### src/logic/mem_map_pkg.sv
package mem_map_pkg;

    // byte address as issued by either processor port
    typedef logic [31:0] addr_t;

    // one memory word
    typedef logic [31:0] data_t;

    // byte-write strobe, one bit per byte lane of a word
    typedef logic [$bits(data_t)/8-1:0] strb_t;

    // bank number, bank 0 at address 0 and bank 1 right after it
    typedef logic [0:0] bank_sel_t;

    // word-address width of a bank, 14 bits gives 64 KiB per bank
    localparam int BANK_AW_DEFAULT = 14;

endpackage

### src/logic/resp_mux.sv
`timescale 1ns/1ps

module resp_mux (
    input  logic                   clk,
    input  logic                   rstn,
    input  mem_map_pkg::data_t     bank0_rdata,
    input  mem_map_pkg::data_t     bank1_rdata,
    input  mem_map_pkg::bank_sel_t inst_resp_bank,
    input  mem_map_pkg::bank_sel_t data_resp_bank,
    input  logic                   inst_resp_vld,
    input  logic                   data_resp_vld,
    output mem_map_pkg::data_t     imem_rdata,
    output mem_map_pkg::data_t     dmem_rdata
);
    import mem_map_pkg::*;

    data_t inst_sel;
    data_t data_sel;

    // pick the bank that served each master's read
    assign inst_sel = inst_resp_bank[0] ? bank1_rdata : bank0_rdata;
    assign data_sel = data_resp_bank[0] ? bank1_rdata : bank0_rdata;

    // each port keeps its last read word until the next one returns
    always_ff @(posedge clk or negedge rstn) begin
        if (!rstn) begin
            imem_rdata <= '0;
        end else if (inst_resp_vld) begin
            imem_rdata <= inst_sel;
        end
    end

    always_ff @(posedge clk or negedge rstn) begin
        if (!rstn) begin
            dmem_rdata <= '0;
        end else if (data_resp_vld) begin
            dmem_rdata <= data_sel;
        end
    end

endmodule

### config.mk
export PLATFORM = sky130hd
export DESIGN_NAME = resp_mux
export DESIGN_NICKNAME = d
export VERILOG_FILES = /design/src/logic/mem_map_pkg.sv /design/src/logic/resp_mux.sv
export SDC_FILE = /design/constraint.sdc
export NUM_CORES = 1
export LEC_CHECK = 0
export CAP_MARGIN = 10
export CORE_MARGIN = 2
export CORE_UTILIZATION = 30
export CTS_CLUSTER_SIZE = 14
export DETAILED_ROUTE_END_ITERATION = 10
export DONT_BUFFER_PORTS = 1
export HOLD_SLACK_MARGIN = 0.02
export PLACE_DENSITY = 0.46
export SYNTH_ARGS = -nofsm -noshare
export SYNTH_HDL_FRONTEND = slang
export SYNTH_SLANG_ARGS = --single-unit
export TNS_END_PERCENT = 1
### constraint.sdc
create_clock -name clk -period 1.75 [get_ports clk]
set_input_delay 0.175 -clock clk [delete_from_list [all_inputs] [get_ports clk]]
set_output_delay 0.175 -clock clk [all_outputs]
set_load 0.1 [all_outputs]
### Word-level counts from Yosys, hierarchy flattened

Index checks and enable logic that the tools add are counted.

* bits in registers: 64
* input bits: 70
* output and inout bits: 64
* logic and storage cells: 4

* multiplexer cells: 2

Operator list (count)
* $mux 32: 2

### Logic depth before layout (Yosys ltp)

Gate-level depths: netlist (run 1).

* depth after elaboration: 1
* depth in mapped cells: 4
* gate-level depth less buffers: 2

### Least setup slack after synthesis (run 1)

OpenSTA, ideal clock, no wires.

* kind: flip-flop to flip-flop
* from: register dmem_rdata[28] (netlist name)
* to: register dmem_rdata[28]
* setup time: 0.078 ns
* arrival time: 1.128 ns
* data required time: 1.672 ns
* path slack: 0.545 ns
* stages on the path, launching flop included: 3
* buffers on the path: 0
* clock period less this slack: 1.205 ns
* path through: dfrtp_1 -> nor2_1 -> a21oi_1

RTL lines
* to (signal assigned): line resp_mux.sv:37 `dmem_rdata <= data_sel;`
* to (decl): line resp_mux.sv:13 `output mem_map_pkg::data_t dmem_rdata`

### Worst setup path in the final report (run 1)

* from: register dmem_rdata[26]
* to: output dmem_rdata[26]

No word-level cell between the ends.

==> results of run 1 <==
==> metal layers <==
layer / vias up / wire length (µm) / part of all wire, % / track usage [%]
met5: - / 0 / 0 / 0
met4: 0 / 91 / 1.3 / 5.116
met3: 10 / 583 / 8.3 / 5.514
met2: 80 / 3325 / 47 / 21.29
met1: 983 / 3016 / 43 / 15.84
li1: 1078 / - / - / -
==> area by class of cell <==
type,count,area [µm²],share of cell area [%]
Sequential cell,64,1602,43.33
Multi-Input combinational cell,192,1201,32.50
Timing Repair Buffer,68,573.1,15.50
Tap cell,133,166.4,4.502
Clock buffer,11,131.4,3.555
Clock inverter,4,22.52,0.6093
==> power breakdown <==
group | switching, W | internal (W) | leakage, nW
clock network | 0.000552 | 0.000500 | 0.0789
registers | 0.0000690 | 0.00163 | 0.713
logic | 0.00143 | 0.000357 | 0.932
total | 0.00205 | 0.00249 | 1.72
==> worst min-delay path by stage <==
stage,endpoint,start,slack [ns],depth (start not counted)
after floorplan,dmem_rdata[0],rstn,-0.12,0
after global placement,imem_rdata[1],rstn,-0.12,0
after detailed placement,imem_rdata[1],rstn,-0.12,0
after CTS,dmem_rdata[13],bank0_rdata[13],0.03,2
after global routing,imem_rdata[6],bank0_rdata[6],0.04,2
final,dmem_rdata[19],bank0_rdata[19],0.05,2
==> flip-flops by register name (all words and copies together) (netlist names) <==
signal and cells:
imem_rdata 32, dmem_rdata 32
==> cells in the final DEF (no fill, tap or decap) <==
master                          instances
sky130_fd_sc_hd__a21oi_1               64
sky130_fd_sc_hd__buf_16                 3
sky130_fd_sc_hd__buf_4                 64
sky130_fd_sc_hd__clkbuf_1               2
sky130_fd_sc_hd__clkbuf_8               9
sky130_fd_sc_hd__clkinv_2               3
sky130_fd_sc_hd__clkinvlp_4             1
sky130_fd_sc_hd__dfrtp_1               64
sky130_fd_sc_hd__dlygate4sd3_1          1
sky130_fd_sc_hd__mux2i_1               64
sky130_fd_sc_hd__nor2_1                64
==> stage by stage <==
stage	utilization, %	cell area (µm²)	setup slack (ns)	hold WS (ns)
CTS	37.81	3696	0.2838	0.02882
floorplan	-	3014	0.5447	-0.1206
global route	37.81	3696	0.2635	0.04017
detailed placement	35.29	3450	0.3870	-0.1183
global placement	35.29	3450	0.4007	-0.1183
finish	37.81	3696	0.3023	0.05294
==> cell families (layout without fill, tap and decap cells) <==
kind of cell,count (synthesis),count (layout)
compound gates,64,64
buf+inv,22,83
flops,64,64
mux,64,64
simple gates,64,64
==> synth_stat cells (all sizes together) <==
master / instances / area (µm²)
mux2i: 64 / 640.6
nor2: 64 / 240.2
a21oi: 64 / 320.3
buf: 19 / 200.2
dfrtp: 64 / 1602
clkbuf: 3 / 11.26
==> what timing repair did <==
action | CTS | global route
buffers inserted | 0 | 0
endpoints found under the setup margin | 0 | 0
endpoints found under the hold margin | 128 | 0
hold buffers | 4 | 0
==> flow_summary.yaml, run 1 <==
outcome:
  outcome: "finished clean"
global_routing:
  grt_start_max_net_pins: 65
  antenna_found_initial: 0
  vias_in_the_first_global_route: 2266
  global_route.overflow_total: 0
  global_route.usage.total_pct: 13.26
  grt_pass1_wl_um: 11320
clock_tree:
  cts_tree: "done"
  clk-insertion-delay-late_ns: 0.32
  clockRootBuffer: "sky130_fd_sc_hd__clkbuf_8"
  number_of_sinks_on_the_clock_net: 64
  cts_buffers: 9
  htree_num_levels: 3
  cts_resized: 0
  cts.path.max_buffers: 2
  clk_pin_slew_ns: 0.07
timing:
  max_slew_headroom_pct: 39.22
  post-route-period-util_pct: 82.72
  total_negative_slack_for_setup_checks_ns: 0
  clock.fmax_ghz: 0.6908
  final_hold_viol_count: 0
  final-max-slew-violation-count: 0
  finalSetupViolations: 0
  finalClockSkew_ns: 0
  rsz0062_at_grt: "false"
  final_period_demand_of_the_worst_path_ns: 1.448
  worstMarginPinSlew_ns: 0.9117
place:
  place.detailed.instances: 453
  gpl.final_weighted_congestion: 0.7065
  port_buffers: 0
  place_hpwl_um: 4570
synth:
  synth_seq_cells: 64
  synth_nets: 348
  synth_area_mm2: 0.003014
  portion_of_the_post_synthesis_area_used_by_sequential_elements_pct: 53.13
  yosysWarnings: 0
  synth_compound_gate_area_share_pct: 10.63
  synth_xor_xnor_area_share_pct: 0
  synth_top_family_by_area: "multiplexers"
  synthSimpleGateAreaFrac_pct: 7.970
  synth.avg_cell_area_um2: 10.84
  synth_cell_types: 9
  share_of_synthesized_area_spent_on_multiplexers_pct: 21.25
  post_synth_adder_cell_area_pct: 0
  syn_inst: 278
critical_path:
  crit_path_start_kind: "flip-flop"
  crit_end: "dmem_rdata[26]"
  r2r_start: "dmem_rdata[26]"
  cp.depth: 0
  worst-endpoint-required_ns: 1.57
  criticalPathCategory: "reg -> out"
  rrSetupSlack_ns: 0.36
  worstSetupEndpointType: "output port"
  critical_path_peak_fanout: 2
  cp_data_arrival_time_ns: 1.27
  ff2ff_path_depth: 3
  worstReg2RegEnd: "dmem_rdata[26]"
  setup.worst_path.start: "dmem_rdata[26]"
die:
  floorplan.io_pins: 134
  row_count: 36
  floorplan.initialDensity_pct: 30.84
  die-area_mm2: 0.01086
  floorplan.core_area_mm2: 0.009774
  die_w_um: 104.2
  dieHeight_um: 104.2
detailed_routing:
  antenna_viol_nets_final: 0
  route.detailed.vias_per_inst: 4.557
  route.final.wire_length_um: 7017
  average_wire_per_cell_in_the_routed_design_um: 14.87
  drc: 0
  detailed_router_iteration_count_before_antenna_repair: 4
  drt_first_iter_violations: 55
  route.vias.total: 2151
finish:
  stdcell_count: 472
  flow.area_growth_from_synthesis_pct: 22.62
  layout.nets: 405
  post_route_cells_drive_above_1_share_pct: 23.60
  nFillCells: 1008
  insertedDiodeCount: 0
pwr:
  peakVddDrop_mv: 0.4540
  cell_pwr_density_mw_per_mm2: 1229
  static_power_due_to_leakage_nw: 1.724
  totalPowerFinal_w: 0.004541
run:
  max-cap-violations: 0
worst_hold_path:
  hold_class: "in -> reg"
Power figures use the tool's default switching activity.
==> inputs of run 2 (changes only) <==
--- a/config.mk
+++ b/config.mk
@@ -5,6 +5,7 @@
 export SDC_FILE = /design/constraint.sdc
 export NUM_CORES = 1
 export LEC_CHECK = 0
+export ABC_AREA = 1
 export CAP_MARGIN = 10
 export CORE_MARGIN = 2
 export CORE_UTILIZATION = 30
@@ -12,7 +13,7 @@
 export DETAILED_ROUTE_END_ITERATION = 10
 export DONT_BUFFER_PORTS = 1
 export HOLD_SLACK_MARGIN = 0.02
-export PLACE_DENSITY = 0.46
+export PLACE_DENSITY = 0.47
 export SYNTH_ARGS = -nofsm -noshare
 export SYNTH_HDL_FRONTEND = slang
 export SYNTH_SLANG_ARGS = --single-unit
==> constraint.sdc (replaced) <==
create_clock -name clk -period 1.32 [get_ports clk]
set_input_delay 0.132 -clock clk [delete_from_list [all_inputs] [get_ports clk]]
set_output_delay 0.132 -clock clk [all_outputs]
set_load 0.1 [all_outputs]
==> flow_summary.yaml, run 2 <==
finish:
  insertedDiodeCount: 0
  mostFrequentLayoutCell: "sky130_fd_sc_hd__nand2_1"
  flow.area_growth_from_synthesis_pct: 29.73
  reg.largest.list: "dmem_rdata x32, imem_rdata x32"
  most-common-layout-cells: "248 x sky130_fd_sc_hd__nand2_1, 64 x sky130_fd_sc_hd__inv_1, 64 x sky130_fd_sc_hd__nand3_1, 64 x sky130_fd_sc_hd__dfrtp_1, 64 x sky130_fd_sc_hd__buf_4"
  nFillCells: 1186
  post_route_cells_drive_above_1_share_pct: 17.60
  layout.nets: 616
  finish.utilization_pct: 40.29
worst_hold_path:
  hold_class: "in -> async"
synth:
  yosysWarnings: 0
  synth_cell_types: 13
  synth_async_sr_flop_share_pct: 100.0
  ys_top_cells_by_count: "248 x sky130_fd_sc_hd__nand2_1, 64 x sky130_fd_sc_hd__dfrtp_1, 64 x sky130_fd_sc_hd__inv_1, 64 x sky130_fd_sc_hd__nand3_1, 11 x sky130_fd_sc_hd__buf_4"
  synth_seq_cells: 64
  synth_enable_flop_cells: 0
  portion_of_the_post_synthesis_area_used_by_sequential_elements_pct: 47.16
  synth_top_area_share_pct: 47.16
  syn_inst: 480
  synth.largest_area_cell: "sky130_fd_sc_hd__dfrtp_1"
  netlist_top_cells_area: "sky130_fd_sc_hd__dfrtp_1 47%, sky130_fd_sc_hd__nand2_1 27%, sky130_fd_sc_hd__nand3_1 9.4%, sky130_fd_sc_hd__inv_1 7.1%, sky130_fd_sc_hd__buf_6 2.7%"
  synth.most_common_cell: "sky130_fd_sc_hd__nand2_1"
  synth_top_flop_cell: "sky130_fd_sc_hd__dfrtp_1"
  synth_area_mm2: 0.003396
  synth.avg_cell_area_um2: 7.074
  synth_nets: 550
timing:
  final-max-slew-violation-count: 0
  max_slew_headroom_pct: 44.08
  worstMarginPinSlew_ns: 0.8388
  post-route-period-util_pct: 87.96
  total_negative_slack_for_setup_checks_ns: 0
  rsz0062_at_grt: "false"
  finalClockSkew_ns: 0
  clock.fmax_ghz: 0.8613
  finalSetupViolations: 0
  final_period_demand_of_the_worst_path_ns: 1.161
  hold-worst-slack_ns: -0.5000
  final_hold_viol_count: 64
clock_tree:
  number_of_sinks_on_the_clock_net: 64
  htree_num_levels: 3
  cts-hold-fix-buffers: 17
  clk-insertion-delay-late_ns: 0.32
  clk_pin_slew_ns: 0.06
  cts_tree: "done"
  clockRootBuffer: "sky130_fd_sc_hd__clkbuf_16"
  post_cts_setup_buffer_count: 0
  cts.path.max_buffers: 2
  cts_buffers: 9
global_routing:
  vias_in_the_first_global_route: 3180
  grt_start_max_net_pins: 65
  grt_pass1_wl_um: 16180
  global_route.overflow_total: 0
  global_route.usage.total_pct: 17.76
  antenna_found_initial: 0
pwr:
  p_clk_share_pct: 35.9
  power_frac_seq_pct: 30.6
  power.share.combinational_pct: 33.5
  total_switching_power_w: 0.003042
  cell_pwr_density_mw_per_mm2: 1706
  peakVddDrop_mv: 0.7204
  static_power_due_to_leakage_nw: 2.522
  p_int_w: 0.004474
  netSwitchingFraction_pct: 40.48
place:
  port_buffers: 0
  place_hpwl_um: 6718
  gpl.final_weighted_congestion: 0.7794
critical_path:
  crit_path_start_kind: "flip-flop"
  worst-endpoint-required_ns: 1.19
  worstReg2RegEnd: "imem_rdata[0]"
  critical_path_peak_fanout: 2
  critical_path.cell_chain: "buf_4"
  timing.critical_path.buf_inv: 1
  r2r_start: "imem_rdata[0]"
  worstSetupEndpointType: "output port"
  critical_path.slowest_cell: "sky130_fd_sc_hd__dfrtp_1"
  rrSetupSlack_ns: 0.67
  ff2ff_path_depth: 2
  longest_individual_stage_delay_on_the_worst_path_ns: 0.39
  crit_family: "flip-flops"
  cp_data_arrival_time_ns: 1.03
  criticalPathCategory: "reg -> out"
detailed_routing:
  drc: 0
  average_wire_per_cell_in_the_routed_design_um: 15.38
  route.vias.total: 3224
  drt_first_iter_violations: 143
  route.final.wire_length_um: 10630
  detailed_router_iteration_count_before_antenna_repair: 6
  antenna_viol_nets_final: 0
  route.detailed.vias_per_inst: 4.666
die:
  die_w_um: 110.4
  floorplan.io_pins: 134
  row_count: 38
  floorplan.core_area_mm2: 0.01094
  floorplan.initialDensity_pct: 31.05
  dieHeight_um: 110.4
  die-area_mm2: 0.01219
outcome:
  failing_checks: "negative hold slack"
  outcome: "finished with violations"
run:
  max-cap-violations: 0
## run 2: cell types whose count changed in the layout (fill, tap and decap cells not counted), sizes merged, moves of 3 or more
cell         before  now
nand2             0  256
inv               0   68
a21oi            64    0
mux2i            64    0
nand3             0   64
nor2             64    0
dlygate4sd3       1   13
clkinv            3    0
## run 2: stage by stage
step	cell area (µm²)	power (W)	worst slack [ns]	hold slack, ns	instances
floorplan	3396	0.004330	0.1642	-0.1636	480
global placement	3861	0.004740	0.5020	-0.1611	658
detailed placement	3861	0.004746	0.5093	-0.1614	658
CTS	4403	0.007581	0.006616	-0.5104	691
global route	4405	0.007801	0.1219	-0.5192	691
finish	4405	0.007516	0.1589	-0.5000	691
## run 2: area by class of cell
cell class	instances	area [µm²]	area share (%)
multi-input combinational	320	1301	29.54
sequential	64	1602	36.35
timing repair buffer	83	723.2	16.42
inverter	68	262.8	5.964
clock buffer	12	266.5	6.049
tap	140	175.2	3.976
clock inverter	4	75.07	1.704
## run 2: how the worst max path moves through the flow
| stage | start | to | slack [ns] | depth (start not counted) |
|---|---|---|---|---|
| finish | imem_rdata[0] | imem_rdata[0] | 0.16 | 1 |
| global route | imem_rdata[0] | imem_rdata[0] | 0.12 | 1 |
| CTS | data_resp_bank | dmem_rdata[31] | 0.007 | 4 |
| detailed placement | dmem_rdata[29] | dmem_rdata[29] | 0.51 | 1 |
| global placement | imem_rdata[0] | imem_rdata[0] | 0.50 | 1 |
| floorplan | dmem_rdata[0] | dmem_rdata[0] | 0.16 | 2 |
## run 2: logic make-up (layout without fill, tap and decap cells)
logic type,count (synthesis),count (layout),synth area share [%]
and+or+nand+nor,320,320,38.32
buffers and inverters,96,167,14.52
DFF,64,64,47.16
## run 2: timing repair
item	in CTS	in global routing
endpoints found under the hold margin	128	64
resized for setup	0	1
setup endpoints to repair	0	17
## run 2: routing by layer
| layer | part of all wire (%) | track usage [%] | vias up |
|---|---|---|---|
| met5 | 0 | 0 | - |
| met4 | 1.6 | 6.250 | 0 |
| met3 | 6.7 | 4.527 | 15 |
| met2 | 48 | 28.97 | 123 |
| met1 | 44 | 22.83 | 1528 |
| li1 | - | - | 1558 |
## run 2: power by group through the flow
stage / clock (W) / combinational, W / sequential [W]
after floorplan: 0 / 0.000484 / 0.00385
after global placement: 0 / 0.00241 / 0.00233
after detailed placement: 0 / 0.00242 / 0.00233
after CTS: 0.00275 / 0.00253 / 0.00230
after global routing: 0.00285 / 0.00263 / 0.00232
final: 0.00270 / 0.00252 / 0.00230
