### config.mk
export PLATFORM = sky130hd
export DESIGN_NAME = marb_ctrl
export DESIGN_NICKNAME = d
export VERILOG_FILES = /design/src/logic/mem_map_pkg.sv /design/src/logic/marb_pkg.sv /design/src/logic/marb_ctrl.sv
export SDC_FILE = /design/constraint.sdc
export NUM_CORES = 1
export LEC_CHECK = 0
export ABC_AREA = 0
export ABC_CLOCK_PERIOD_IN_PS = 2400
export BUFFER_PORTS_ARGS = -buffer_cell sky130_fd_sc_hd__buf_4
export CAP_MARGIN = 20
export CELL_PAD_IN_SITES_DETAIL_PLACEMENT = 2
export CELL_PAD_IN_SITES_GLOBAL_PLACEMENT = 2
export CORE_MARGIN = 4
export CORE_UTILIZATION = 18
export DETAILED_ROUTE_END_ITERATION = 10
export GPL_ROUTABILITY_DRIVEN = 1
export GPL_TIMING_DRIVEN = 0
export PLACE_DENSITY = 0.81
export SYNTH_ARGS = -nofsm -noshare
export SYNTH_HDL_FRONTEND = slang
export SYNTH_SLANG_ARGS = --single-unit
### constraint.sdc
create_clock -name clk -period 2.4 [get_ports clk]
set_clock_uncertainty 0.2 [all_clocks]
set_input_delay 0.24 -clock clk [delete_from_list [all_inputs] [get_ports clk]]
set_output_delay 0.24 -clock clk [all_outputs]
set_load 0.02 [all_outputs]
### src/logic/mem_map_pkg.sv
package mem_map_pkg;

    // byte address as issued by either processor port
    typedef logic [31:0] addr_t;

    // one memory word
    typedef logic [31:0] data_t;

    // byte-write strobe, one bit per byte lane of a word
    typedef logic [$bits(data_t)/8-1:0] strb_t;

    // bank number, bank 0 at address 0 and bank 1 right after it
    typedef logic [0:0] bank_sel_t;

    // word-address width of a bank, 14 bits gives 64 KiB per bank
    localparam int BANK_AW_DEFAULT = 14;

endpackage

### src/logic/marb_pkg.sv
package marb_pkg;

    // which master wins the next same-bank conflict
    typedef enum logic {
        PRIO_INST,
        PRIO_DATA
    } prio_e;

    // owner of a bank for the current cycle
    typedef enum logic [1:0] {
        M_NONE,
        M_INST,
        M_DATA
    } master_t;

endpackage

### src/logic/marb_ctrl.sv
`timescale 1ns/1ps

module marb_ctrl (
    input  logic                   clk,
    input  logic                   rstn,
    input  logic                   imem_en,
    input  mem_map_pkg::bank_sel_t inst_bank_sel,
    input  logic                   inst_out_of_map,
    input  logic                   dmem_en,
    input  mem_map_pkg::bank_sel_t data_bank_sel,
    input  logic                   data_out_of_map,
    input  logic                   dmem_write,
    output logic                   imem_busy,
    output logic                   dmem_busy,
    output logic                   imem_err,
    output logic                   dmem_err,
    output marb_pkg::master_t      bank0_owner,
    output marb_pkg::master_t      bank1_owner,
    output mem_map_pkg::bank_sel_t inst_resp_bank,
    output mem_map_pkg::bank_sel_t data_resp_bank,
    output logic                   inst_resp_vld,
    output logic                   data_resp_vld
);
    import mem_map_pkg::*;
    import marb_pkg::*;

    localparam bank_sel_t BANK0 = 1'b0;
    localparam bank_sel_t BANK1 = 1'b1;

    prio_e prio;

    logic inst_req;
    logic data_req;
    logic conflict;
    logic inst_win;
    logic data_win;

    // data wins ties inside this function, but only one of the two can win a bank
    function automatic master_t bank_owner(
        input bank_sel_t bank,
        input logic      i_win,
        input bank_sel_t i_bank,
        input logic      d_win,
        input bank_sel_t d_bank
    );
        master_t owner;
        owner = M_NONE;
        if (d_win && d_bank == bank) begin
            owner = M_DATA;
        end else if (i_win && i_bank == bank) begin
            owner = M_INST;
        end
        return owner;
    endfunction

    // out-of-map requests never reach a bank
    assign inst_req = imem_en & ~inst_out_of_map;
    assign data_req = dmem_en & ~data_out_of_map;

    assign conflict = inst_req & data_req & (inst_bank_sel == data_bank_sel);

    assign inst_win = inst_req & (~conflict | (prio == PRIO_INST));
    assign data_win = data_req & (~conflict | (prio == PRIO_DATA));

    // loser of a conflict stalls and holds its request
    assign imem_busy = inst_req & ~inst_win;
    assign dmem_busy = data_req & ~data_win;

    assign imem_err = imem_en & inst_out_of_map;
    assign dmem_err = dmem_en & data_out_of_map;

    assign bank0_owner = bank_owner(BANK0, inst_win, inst_bank_sel, data_win, data_bank_sel);
    assign bank1_owner = bank_owner(BANK1, inst_win, inst_bank_sel, data_win, data_bank_sel);

    // priority goes to the loser after every conflict
    always_ff @(posedge clk or negedge rstn) begin
        if (!rstn) begin
            prio <= PRIO_DATA;
        end else if (conflict) begin
            prio <= (prio == PRIO_DATA) ? PRIO_INST : PRIO_DATA;
        end
    end

    // read returns one cycle after acceptance, writes return nothing
    always_ff @(posedge clk or negedge rstn) begin
        if (!rstn) begin
            inst_resp_vld  <= 1'b0;
            data_resp_vld  <= 1'b0;
            inst_resp_bank <= BANK0;
            data_resp_bank <= BANK0;
        end else begin
            inst_resp_vld  <= inst_win;
            data_resp_vld  <= data_win & ~dmem_write;
            inst_resp_bank <= inst_bank_sel;
            data_resp_bank <= data_bank_sel;
        end
    end

endmodule

Word level (Yosys, flattened, before mapping)
Cells that the tools add are included.
{ "word_totals": {"reg_bits": 5, "elab_cells": 37} }
{ "op_classes": {"n_bitwise": 22, "n_reduce_logical": 4, "mux": 5, "eq_ne": 1} }
{ "ops": {"columns": ["op", "count"], "rows": [
  ["1-bit bitwise AND", 11],
  ["1-bit NOT", 9],
  ["1-bit logical AND", 4],
  ["2-bit two-way mux", 2],
  ["1-bit two-way mux", 3],
  ["1-bit bitwise OR", 2],
  ["1-bit == test", 1]
]} }

Depth between registers and ports, before layout
Gate-level depths: netlist of run 1.
{ "depth": {"depth_word": 10, "depth_mapped": 3, "ltp_nobuf": 3} }

Least setup slack after synthesis of run 1
No wires, ideal clock.
{ "synth_timing": {"path_type": "register -> output", "startpoint": "reg prio", "endpoint": "out bank0_owner[1]", "arrival_time_ns": 0.959, "slack_ns": 1.001, "required_time_ns": 1.960, "path_stages_with_launch": 3, "path_cell_list": "dfstp_2 > o31ai_1 > nor2_1"} }
{ "synth_via": {"elab_chain_cells": 4} }
{ "synth_rtl": {"columns": ["element", "line_no", "source"], "rows": [
  ["start, declared", "marb_ctrl.sv:30", "prio_e prio;"],
  ["start signal, assigned", "marb_ctrl.sv:80", "prio <= (prio == PRIO_DATA) ? PRIO_INST : PRIO_DATA;"],
  ["1-bit bitwise OR", "marb_ctrl.sv:63", "assign data_win = data_req & (~conflict | (prio == PRIO_DATA));"],
  ["1-bit bitwise AND", "marb_ctrl.sv:63", null],
  ["1-bit logical AND", "marb_ctrl.sv:48", "if (d_win && d_bank == bank) begin"],
  ["2-bit two-way mux", "marb_ctrl.sv:48", null],
  ["end, declared", "marb_ctrl.sv:17", "output marb_pkg::master_t bank0_owner,"]
]} }
Every way passes these cells.

Worst setup path after layout of run 1
{ "layout_timing": {"startpoint": "in data_bank_sel", "endpoint": "out bank1_owner[1]"} }
{ "layout_via": {"elab_chain_cells": 7} }
{ "layout_rtl": {"columns": ["element", "line_no", "source"], "rows": [
  ["start, declared", "marb_ctrl.sv:10", "input mem_map_pkg::bank_sel_t data_bank_sel,"],
  ["1-bit == test", "marb_ctrl.sv:60", "assign conflict = inst_req & data_req & (inst_bank_sel == data_bank_sel);"],
  ["1-bit bitwise AND", "marb_ctrl.sv:60", null],
  ["1-bit NOT", "marb_ctrl.sv:63", null],
  ["1-bit bitwise OR", "marb_ctrl.sv:63", null],
  ["1-bit bitwise AND", "marb_ctrl.sv:63", null],
  ["1-bit logical AND (*)", "marb_ctrl.sv:48", null],
  ["2-bit two-way mux (*)", "marb_ctrl.sv:48", null],
  ["end, declared", "marb_ctrl.sv:18", "output marb_pkg::master_t bank1_owner,"]
]} }
Every way passes the cells marked *; elsewhere a longest branch is shown, timed or not.

==> results of run 1 <==
==> layer usage <==
| layer | part of all wire [%] | up-vias |
|---|---|---|
| met5 | 0 | - |
| met4 | 0 | 0 |
| met3 | 12 | 0 |
| met2 | 54 | 19 |
| met1 | 34 | 130 |
| li1 | - | 130 |
==> stage by stage <==
| stage | util, % | instance area (um2) | worst slack, ps | std cells |
|---|---|---|---|---|
| 3_5_place_dp | 32.23 | 414.1 | 757.9 | 59 |
| 4_1_cts | 37.39 | 480.5 | 189.8 | 67 |
| 5_1_grt | 37.39 | 480.5 | 151.3 | 67 |
| 3_3_place_gp | 32.23 | 414.1 | 768.9 | 59 |
| 2_1_floorplan | - | 245.2 | 1001 | 24 |
| 6_report | 37.39 | 480.5 | 233.6 | 67 |
==> critical path, stage by stage <==
cell	delay [ps]
dlygate4sd3_1	540
buf_4	160
xor2_1	160
o31ai_1	370
nor2_1	80
buf_4	170
==> state kept, by name (all words and copies together), names as in the netlist <==
name and count:
prio 1, inst_resp_bank 1, data_resp_vld 1, inst_resp_vld 1
data_resp_bank 1
==> power groups by stage <==
stage          registers, W  logic [W]  clock network [W]
3_5_place_dp       0.000120  0.0000669                  0
2_1_floorplan      0.000121  0.0000300                  0
4_1_cts            0.000120  0.0000723           0.000102
5_1_grt            0.000123  0.0000777           0.000109
6_report           0.000118  0.0000706          0.0000963
3_3_place_gp       0.000119  0.0000640                  0
==> timing repair <==
item,in CTS,in global routing
gates resized for setup,0,0
hold buffers,4,0
hold endpoints to repair,8,0
buffers inserted,0,0
setup endpoints to repair,0,0
==> cells by family (layout without fill, tap and decap cells) <==
logic type,count (synthesis),count (layout),share of synthesized area [%]
AND/OR/NAND/NOR,12,12,26.54
XOR/XNOR,3,3,10.72
AO/OA/AOI/OAI,2,2,8.164
buffers and inverters,2,30,3.062
flip-flops,5,5,51.53
==> worst min path at each step <==
stage / slack (ps) / cells after the start / start / to
2_1_floorplan: -260 / 0 / rstn / data_resp_bank
3_3_place_gp: -160 / 1 / rstn / data_resp_bank
3_5_place_dp: -150 / 1 / rstn / data_resp_bank
4_1_cts: 150 / 2 / rstn / data_resp_bank
5_1_grt: 140 / 2 / rstn / data_resp_vld
6_report: 150 / 2 / rstn / data_resp_vld
==> layout by cell type (no fill, tap or decap) <==
master         Yosys  final
clkbuf_4           0      3
xnor2_1            2      2
clkbuf_1           0      1
nand3b_1           1      1
dlygate4sd3_1      0      4
dfrtp_1            4      4
xor2_1             1      1
dfstp_2            1      1
buf_4              0     20
nand2b_1           1      1
o31ai_1            1      1
and2_1             3      3
and2b_1            1      1
a31oi_2            1      1
nor2b_1            1      1
nor2_1             5      5
inv_1              2      2
==> layout make-up <==
cell class / instances / area, um2
inverters: 2 / 7.507
flip-flops and latches: 5 / 126.4
well taps: 15 / 18.77
fillers: 152 / 804.5
multi-input cells: 17 / 111.4
clock buffers: 4 / 26.28
repair buffers: 24 / 190.2
==> out/results.ini, run 1 <==
[die]
start_util_pct = 19.08
die-area_mm2 = 0.002017
rows = 13
ios = 21
die_y_um = 44.91
die_w_um = 44.91
core_area_mm2 = 0.001285

[yosys]
yosysTopAreaCellShare_pct = 40.82
synth_area_um2 = 245.2
synthMostInstantiatedCell = nor2_1
synth.avg_cell_area_um2 = 10.22
postSynth.asyncResetShare_pct = 100.0
synth_area_leader_cell = dfrtp_1
synth_edf_count = 0
synth_cell_type_count = 13
syn-num-nets = 33
synthCells = 24
synthTopCellsByArea = dfrtp_1 41%, dfstp_2 11%, and2_1 7.7%
yosys_warnings = 0
synth_flop_cell = dfrtp_1
ys_ff_latch = 5
seq_area_frac_synth_pct = 51.53
synth_common_cells = 5 x nor2_1, 4 x dfrtp_1, 3 x and2_1

[finish]
drive_above_1_share_pct = 48.08
syn_to_final_growth_pct = 95.92
diodes = 0
fin_nets = 62

[timing]
period_minus_slack_ps = 2166
final-hold-violation-count = 0
max_freq_mhz = 461.6
rsz0062_at_grt = no
worst_slew_pin_slew_ps = 421.6
period_share_pct = 90.27
holdWs_ps = 148.0
setup_viol = 0
slew_viol_final = 0
setup_tns_ps = 0
relSlewSlack_pct = 71.65

[cts]
cts-root-buf = clkbuf_4
cts_sinks = 5
clkLatencyLatePin_ps = 240
cts.clk_slew.worst_paths_ps = 40
h-tree-depth = 1
numCtsBuffers = 3
clock_path_buffers = 2
cts_tree = yes

[grt]
grt_pass1_wl_mm = 1.393
grt_max_degree = 6
use_met2_pct = 19.20
grt_use_met3_pct = 3.586
grt_use_total_pct = 10.34
grt_pass1_vias = 324
antenna_found_initial = 0
busiest_layer = met2
grt-ovfl-total = 0
use_met1_pct = 8.495

[power_and_ir_drop]
netSwitchingPower_w = 0.00008238
total_power_w = 0.0002854
pwr-share-seq_pct = 41.5
intPower_w = 0.0002031
clockPowerShare_pct = 33.7
ir_drop_v = 0.0001400
switching_share_pct = 28.86
leakage_nw = 0.2456
p_per_area_mw_per_mm2 = 594.1
combPwrFrac_pct = 24.8

[detailed_routing]
wl_um = 868
antenna_left = 0
first_pass_iters = 1
vias = 279
drc_errors = 0
viasPerCell = 4.164
first_iter_violations = 0
wl_per_cell_um = 12.96

[critical_path]
cp-end-kind = primary output
endpoint = bank1_owner[1]
required_ps = 1960
path_max_fanout = 5
worstReg2RegStart = prio
crit_path_start_kind = input pin
arrival_ps = 1730
rrSetupSlack_ps = 1170
r2r-end = data_resp_vld
critPathLaunch = data_bank_sel
critical_path_class = in2out
r2r_cells = 2

[placement]
gp_congestion = 0.6347
io_buffers = 20

[hold_path]
hold_path.class = in2async

[outcome]
status = completed

[run]
drv_cap = 0

Power figures use the tool's default switching activity.
==> inputs of run 2 (changes only) <==
--- a/config.mk
+++ b/config.mk
@@ -18,2 +18,3 @@
 export GPL_TIMING_DRIVEN = 0
+export HOLD_SLACK_MARGIN = 0.06
 export PLACE_DENSITY = 0.81
==> constraint.sdc (replaced) <==
create_clock -name clk -period 2.4 [get_ports clk]
set_clock_uncertainty 0.2 [all_clocks]
set_input_delay 0.48 -clock clk [delete_from_list [all_inputs] [get_ports clk]]
set_output_delay 0.48 -clock clk [all_outputs]
set_load 0.02 [all_outputs]
==> run 2 against run 1 <==
  * Global-route usage shrank 0.72 points
  * Critical path type unchanged
  * Via count shrank 4.3%
  * First-iteration DRC count is the same
  * Non-clock buffer count shrank 3
  * Combinational power shrank 6.1%
  * Register-to-register slack gained 20 ps
  * Clock power shrank 1%
  * Worst hold slack gained 42 ps
  * Flip-flop and latch count is the same
  * Critical path depth shrank 1
==> out/results.ini, run 2 (synthesis results as in run 1) <==
[critical_path]
r2r_cells = 2  ; unchanged
critical_path_class = in2out  ; unchanged
arrival_ps = 1420  ; was 1730 ps
rrSetupSlack_ps = 1190  ; was 1170 ps
required_ps = 1720  ; was 1960 ps
path_max_fanout = 3  ; was 5
cp-end-kind = primary output  ; unchanged
crit_path_start_kind = input pin  ; unchanged

[timing]
setup_tns_ps = 0  ; unchanged
rsz0062_at_grt = no  ; unchanged
period_share_pct = 87.62  ; was 90.27%
setup_slack_ps = 297.2  ; was 233.6 ps
worst_slew_pin_slew_ps = 404.8  ; was 421.6 ps
setup_viol = 0  ; unchanged
max_freq_mhz = 475.6  ; was 461.6 MHz
relSlewSlack_pct = 72.78  ; was 71.65%
final-hold-violation-count = 0  ; unchanged
period_minus_slack_ps = 2103  ; was 2166 ps
slew_viol_final = 0  ; unchanged

[die]
die_y_um = 44.91  ; unchanged
ios = 21  ; unchanged
die-area_mm2 = 0.002017  ; unchanged
die_w_um = 44.91  ; unchanged
rows = 13  ; unchanged
core_area_mm2 = 0.001285  ; unchanged
start_util_pct = 19.08  ; unchanged

[power_and_ir_drop]
switching_share_pct = 28.81  ; was 28.86%
combPwrFrac_pct = 23.6  ; was 24.8%
p_per_area_mw_per_mm2 = 623.3  ; was 594.1 mW/mm2
pwr-share-seq_pct = 42.4  ; was 41.5%
netSwitchingPower_w = 0.00008087  ; was 0.00008238 W
intPower_w = 0.0001999  ; was 0.0002031 W
total_power_w = 0.0002807  ; was 0.0002854 W
clockPowerShare_pct = 34.0  ; was 33.7%
leakage_nw = 0.2331  ; was 0.2456 nW
ir_drop_v = 0.0001349  ; was 0.0001400 V

[finish]
multi_input_area_um2 = 111.4  ; unchanged
final_cell_mix = 20 x buf_4, 5 x nor2_1, 4 x dfrtp_1  ; was 20 x buf_4, 5 x nor2_1, 4 x dfrtp_1, 4 x dlygate4sd3_1
fin_nets = 59  ; was 62
mostFrequentLayoutCell = buf_4  ; unchanged
fin_area_um2 = 450.4  ; was 480.5 um2
drive_above_1_share_pct = 51.02  ; was 48.08%
diodes = 0  ; unchanged
syn_to_final_growth_pct = 83.67  ; was 95.92%
instances_no_fill = 64  ; was 67
regArea_um2 = 126.4  ; unchanged
fillerInstances = 157  ; was 152

[detailed_routing]
first_iter_violations = 0  ; unchanged
wl_met3_um = 132  ; was 105 um
drt-met1-wl_um = 251  ; was 291 um
first_pass_iters = 1  ; unchanged
top_layer = met3  ; unchanged
wl_per_cell_um = 12.52  ; was 12.96 um
wl_met2_um = 417  ; was 471 um
drc_errors = 0  ; unchanged
vias = 267  ; was 279
wl_um = 801  ; was 868 um
antenna_left = 0  ; unchanged
viasPerCell = 4.172  ; was 4.164

[hold_path]
holdPathStages = 1
hold_path.class = in2reg  ; was in2async

[cts]
post-cts-setup-buffer-count = 0  ; unchanged
cts-root-buf = clkbuf_4  ; unchanged
cts.clk_slew.worst_paths_ps = 40  ; about the same
clkLatencyLatePin_ps = 240  ; about the same
numCtsBuffers = 3  ; unchanged
clock_path_buffers = 2  ; unchanged
cts_sinks = 5  ; unchanged
cts_tree = yes  ; unchanged
h-tree-depth = 1  ; unchanged

[placement]
io_buffers = 20  ; unchanged
pre_cts_slack_ps = 277.9  ; was 757.9 ps
dp_cells = 59  ; unchanged
placed_area_um2 = 414.1  ; unchanged
gp_congestion = 0.6347  ; unchanged

[grt]
grt_use_total_pct = 9.622  ; was 10.34%
grt_pass1_wl_mm = 1.290  ; was 1.393 mm
grt_pass1_vias = 307  ; was 324
grt-ovfl-total = 0  ; unchanged
antenna_found_initial = 0  ; unchanged
grt_max_degree = 6  ; unchanged

[run]
drv_cap = 0  ; unchanged

[outcome]
status = completed  ; unchanged

==> run 2: final cells by class <==
cell class | instances | area share [%]
clock buffer | 4 | 5.833
inverter | 2 | 1.667
multi-input combinational | 17 | 24.72
sequential | 5 | 28.06
tap | 15 | 4.167
timing repair buffer | 21 | 35.56
==> run 2: what timing repair did <==
| item | 4_1_cts | 5_1_grt |
|---|---|---|
| setup endpoints to repair | 0 | 0 |
| gates resized for setup | 0 | 0 |
| hold buffers | 1 | 0 |
| endpoints found under the hold margin | 5 | 0 |
==> run 2: metrics by stage <==
| stage | hold WS, ps | util [%] |
|---|---|---|
| 3_3_place_gp | 84.27 | 32.23 |
| 3_5_place_dp | 86.32 | 32.23 |
| 5_1_grt | 187.3 | 35.05 |
| 6_report | 190.0 | 35.05 |
| 4_1_cts | 182.3 | 35.05 |
| 2_1_floorplan | -15.59 | - |
==> run 2: routing by layer <==
layer | vias to the layer above | track usage, %
li1 | 124 | -
met1 | 122 | 7.561
met2 | 21 | 17.19
met3 | 0 | 4.382
met4 | 0 | 8.772
met5 | - | 0
==> run 2: path summary, 6_finish.rpt <==
| path | startpoint | endpoint |
|---|---|---|
| max in group asynchronous | rstn | prio |
| hold / removal | inst_bank_sel | inst_resp_bank |
| hold reg to reg | prio | prio |
| min in group asynchronous | rstn | data_resp_bank |
| setup reg to reg | prio | data_resp_vld |
| setup / recovery | inst_out_of_map | bank1_owner[1] |
==> run 2: worst max-delay path: stages <==
cell      delay (ps)
buf_4            110
nand2b_1         170
o31ai_1          410
nor2_1            80
buf_4            170
==> run 2: power groups by stage <==
stage          clock network [W]  registers [W]  logic (W)
2_1_floorplan                  0       0.000121  0.0000300
6_report               0.0000953       0.000119  0.0000663
3_3_place_gp                   0       0.000119  0.0000640
4_1_cts                 0.000102       0.000120  0.0000683
5_1_grt                 0.000107       0.000123  0.0000732
3_5_place_dp                   0       0.000120  0.0000669
==> inputs of run 3 (changes only) <==
--- a/constraint.sdc
+++ b/constraint.sdc
@@ -4,2 +4,2 @@
 set_output_delay 0.48 -clock clk [all_outputs]
-set_load 0.02 [all_outputs]
+set_load 0.1 [all_outputs]
==> run 3 against run 2 <==
  * Via count is 0.37% higher
  * Combinational power is 86% higher
  * Final area is 1.1% higher
  * Setup slack worse by 180 ps
  * Clock power is 2% higher
  * Largest cell class unchanged
  * Register-to-register slack worse by 160 ps
  * Largest power group is now combinational cells
  * Flip-flop and latch count stayed put
  * Sequential share of layout area is 0.31 points lower
  * First-iteration DRC count stayed put
  * Sequential power hardly changed
==> out/results.ini, run 3 (synthesis results as in run 1) <==
[cts]
cts_tree = yes  ; unchanged
numCtsBuffers = 3  ; unchanged
post-cts-setup-buffer-count = 0  ; unchanged
ctsResizeCount = 0  ; unchanged
h-tree-depth = 1  ; unchanged
clock_path_buffers = 2  ; unchanged
cts-root-buf = clkbuf_4  ; unchanged
cts_sinks = 5  ; unchanged
cts.clk_slew.worst_paths_ps = 40  ; about the same
clkLatencyLatePin_ps = 240  ; about the same

[finish]
final_core_util_pct = 35.44  ; was 35.05%
multi_input_area_um2 = 116.4  ; was 111.4 um2
syn_to_final_growth_pct = 85.71  ; was 83.67%
fin_nets = 59  ; unchanged
diodes = 0  ; unchanged
fin_area_um2 = 455.4  ; was 450.4 um2
mostFrequentLayoutCell = buf_4  ; unchanged
fillerInstances = 147  ; was 157
drive_above_1_share_pct = 55.10  ; was 51.02%
final_cell_mix = 20 x buf_4, 4 x dfrtp_1, 3 x nor2_1, 3 x and2_1, 3 x clkbuf_4  ; was 20 x buf_4, 5 x nor2_1, 4 x dfrtp_1
regArea_um2 = 126.4  ; unchanged

[critical_path]
endpoint = bank1_owner[1]  ; unchanged
path_max_fanout = 3  ; unchanged
cp-end-kind = primary output  ; unchanged
critPathLaunch = inst_out_of_map  ; unchanged
r2r_cells = 2  ; unchanged
critical_path_class = in2out  ; unchanged
required_ps = 1720  ; about the same
worstReg2RegStart = prio  ; unchanged
r2r-end = data_resp_vld  ; unchanged
crit_path_start_kind = input pin  ; unchanged
rrSetupSlack_ps = 1030  ; was 1190 ps
arrival_ps = 1600  ; was 1420 ps

[detailed_routing]
viasPerCell = 4.188  ; was 4.172
wl_um = 840  ; was 801 um
first_iter_violations = 0  ; unchanged
antenna_left = 0  ; unchanged
first_pass_iters = 1  ; unchanged
wl_per_cell_um = 13.13  ; was 12.52 um
drc_errors = 0  ; unchanged
vias = 268  ; was 267

[power_and_ir_drop]
leakage_nw = 0.2327  ; was 0.2331 nW
p_per_area_mw_per_mm2 = 745.5  ; was 623.3 mW/mm2
total_power_w = 0.0003396  ; was 0.0002807 W
ir_drop_v = 0.0002027  ; was 0.0001349 V

[timing]
relSlewSlack_pct = 63.30  ; was 72.78%
setup_viol = 0  ; unchanged
period_share_pct = 94.97  ; was 87.62%
rsz0062_at_grt = no  ; unchanged
final-hold-violation-count = 0  ; unchanged
slew_viol_final = 0  ; unchanged
period_minus_slack_ps = 2279  ; was 2103 ps
worst_slew_pin_slew_ps = 545.8  ; was 404.8 ps
max_freq_mhz = 438.8  ; was 475.6 MHz

[placement]
io_buffers = 20  ; unchanged
hpwl_um = 671.3
gp_congestion = 0.6112  ; was 0.6347
placed_area_um2 = 419.2  ; was 414.1 um2

[die]
die_y_um = 44.91  ; unchanged
die_w_um = 44.91  ; unchanged
core_area_mm2 = 0.001285  ; unchanged
rows = 13  ; unchanged
die-area_mm2 = 0.002017  ; unchanged
ios = 21  ; unchanged
start_util_pct = 19.08  ; unchanged

[grt]
grt_use_total_pct = 10.44  ; was 9.622%
grt-ovfl-total = 0  ; unchanged
grt_pass1_wl_mm = 1.421  ; was 1.290 mm
grt_max_degree = 6  ; unchanged
grt_pass1_vias = 297  ; was 307
antenna_found_initial = 0  ; unchanged

[outcome]
status = completed  ; unchanged

[run]
drv_cap = 0  ; unchanged

[hold_path]
hold_path.class = in2reg  ; unchanged

## run 3: cell count changes in the layout (fill, tap and decap cells not counted)
cell / delta
nor2_1: -2
nor2_2: +2
## run 3: cell type report
type | instances | share of cell area, %
multi-input cells | 17 | 25.55
flip-flops and latches | 5 | 27.75
well taps | 15 | 4.121
repair buffers | 21 | 35.16
clock buffers | 4 | 5.769
inverters | 2 | 1.648
## run 3: worst min path at each step
| stage | end | from | depth (start not counted) | slack [ps] |
|---|---|---|---|---|
| 2_1_floorplan | data_resp_bank | rstn | 0 | -20 |
| 3_3_place_gp | inst_resp_vld | rstn | 1 | 80 |
| 3_5_place_dp | data_resp_bank | rstn | 1 | 80 |
| 4_1_cts | data_resp_vld | dmem_write | 2 | 190 |
| 5_1_grt | inst_resp_bank | inst_bank_sel | 1 | 180 |
| 6_report | inst_resp_bank | inst_bank_sel | 1 | 200 |
## run 3: where the power goes
group	internal, W	switching [W]
Clock	0.0000629	0.0000343
Sequential	0.000103	0.0000160
Combinational	0.0000343	0.0000887
## run 3: routing by layer
metal	global-route usage, %	wire length [um]	vias to the layer above
met2	15.19	376	21
met4	5.263	0	0
met3	6.773	124	0
li1	-	-	125
met5	0	0	-
met1	11.71	340	122
## run 3: worst max-delay path: stages
cell and delay, ps:
buf_4 110, nand2b_1 190, o31ai_1 520, nor2_2 60, buf_4 250
## run 3: what timing repair did
action / in CTS / in global routing
setup endpoints to repair: 0 / 0
endpoints found under the hold margin: 5 / 0
hold buffers: 1 / 0
## run 3: stage by stage
stage | hold WS (ps) | setup slack [ps] | setup TNS [ps] | cells
2_1_floorplan | -15.59 | -404.6 | -809.2 | 24
3_3_place_gp | 82.25 | 142.2 | 0 | 59
3_5_place_dp | 83.81 | 102.6 | 0 | 59
4_1_cts | 186.0 | 108.9 | 0 | 64
5_1_grt | 178.7 | 44.29 | 0 | 64
6_report | 196.4 | 120.8 | 0 | 64
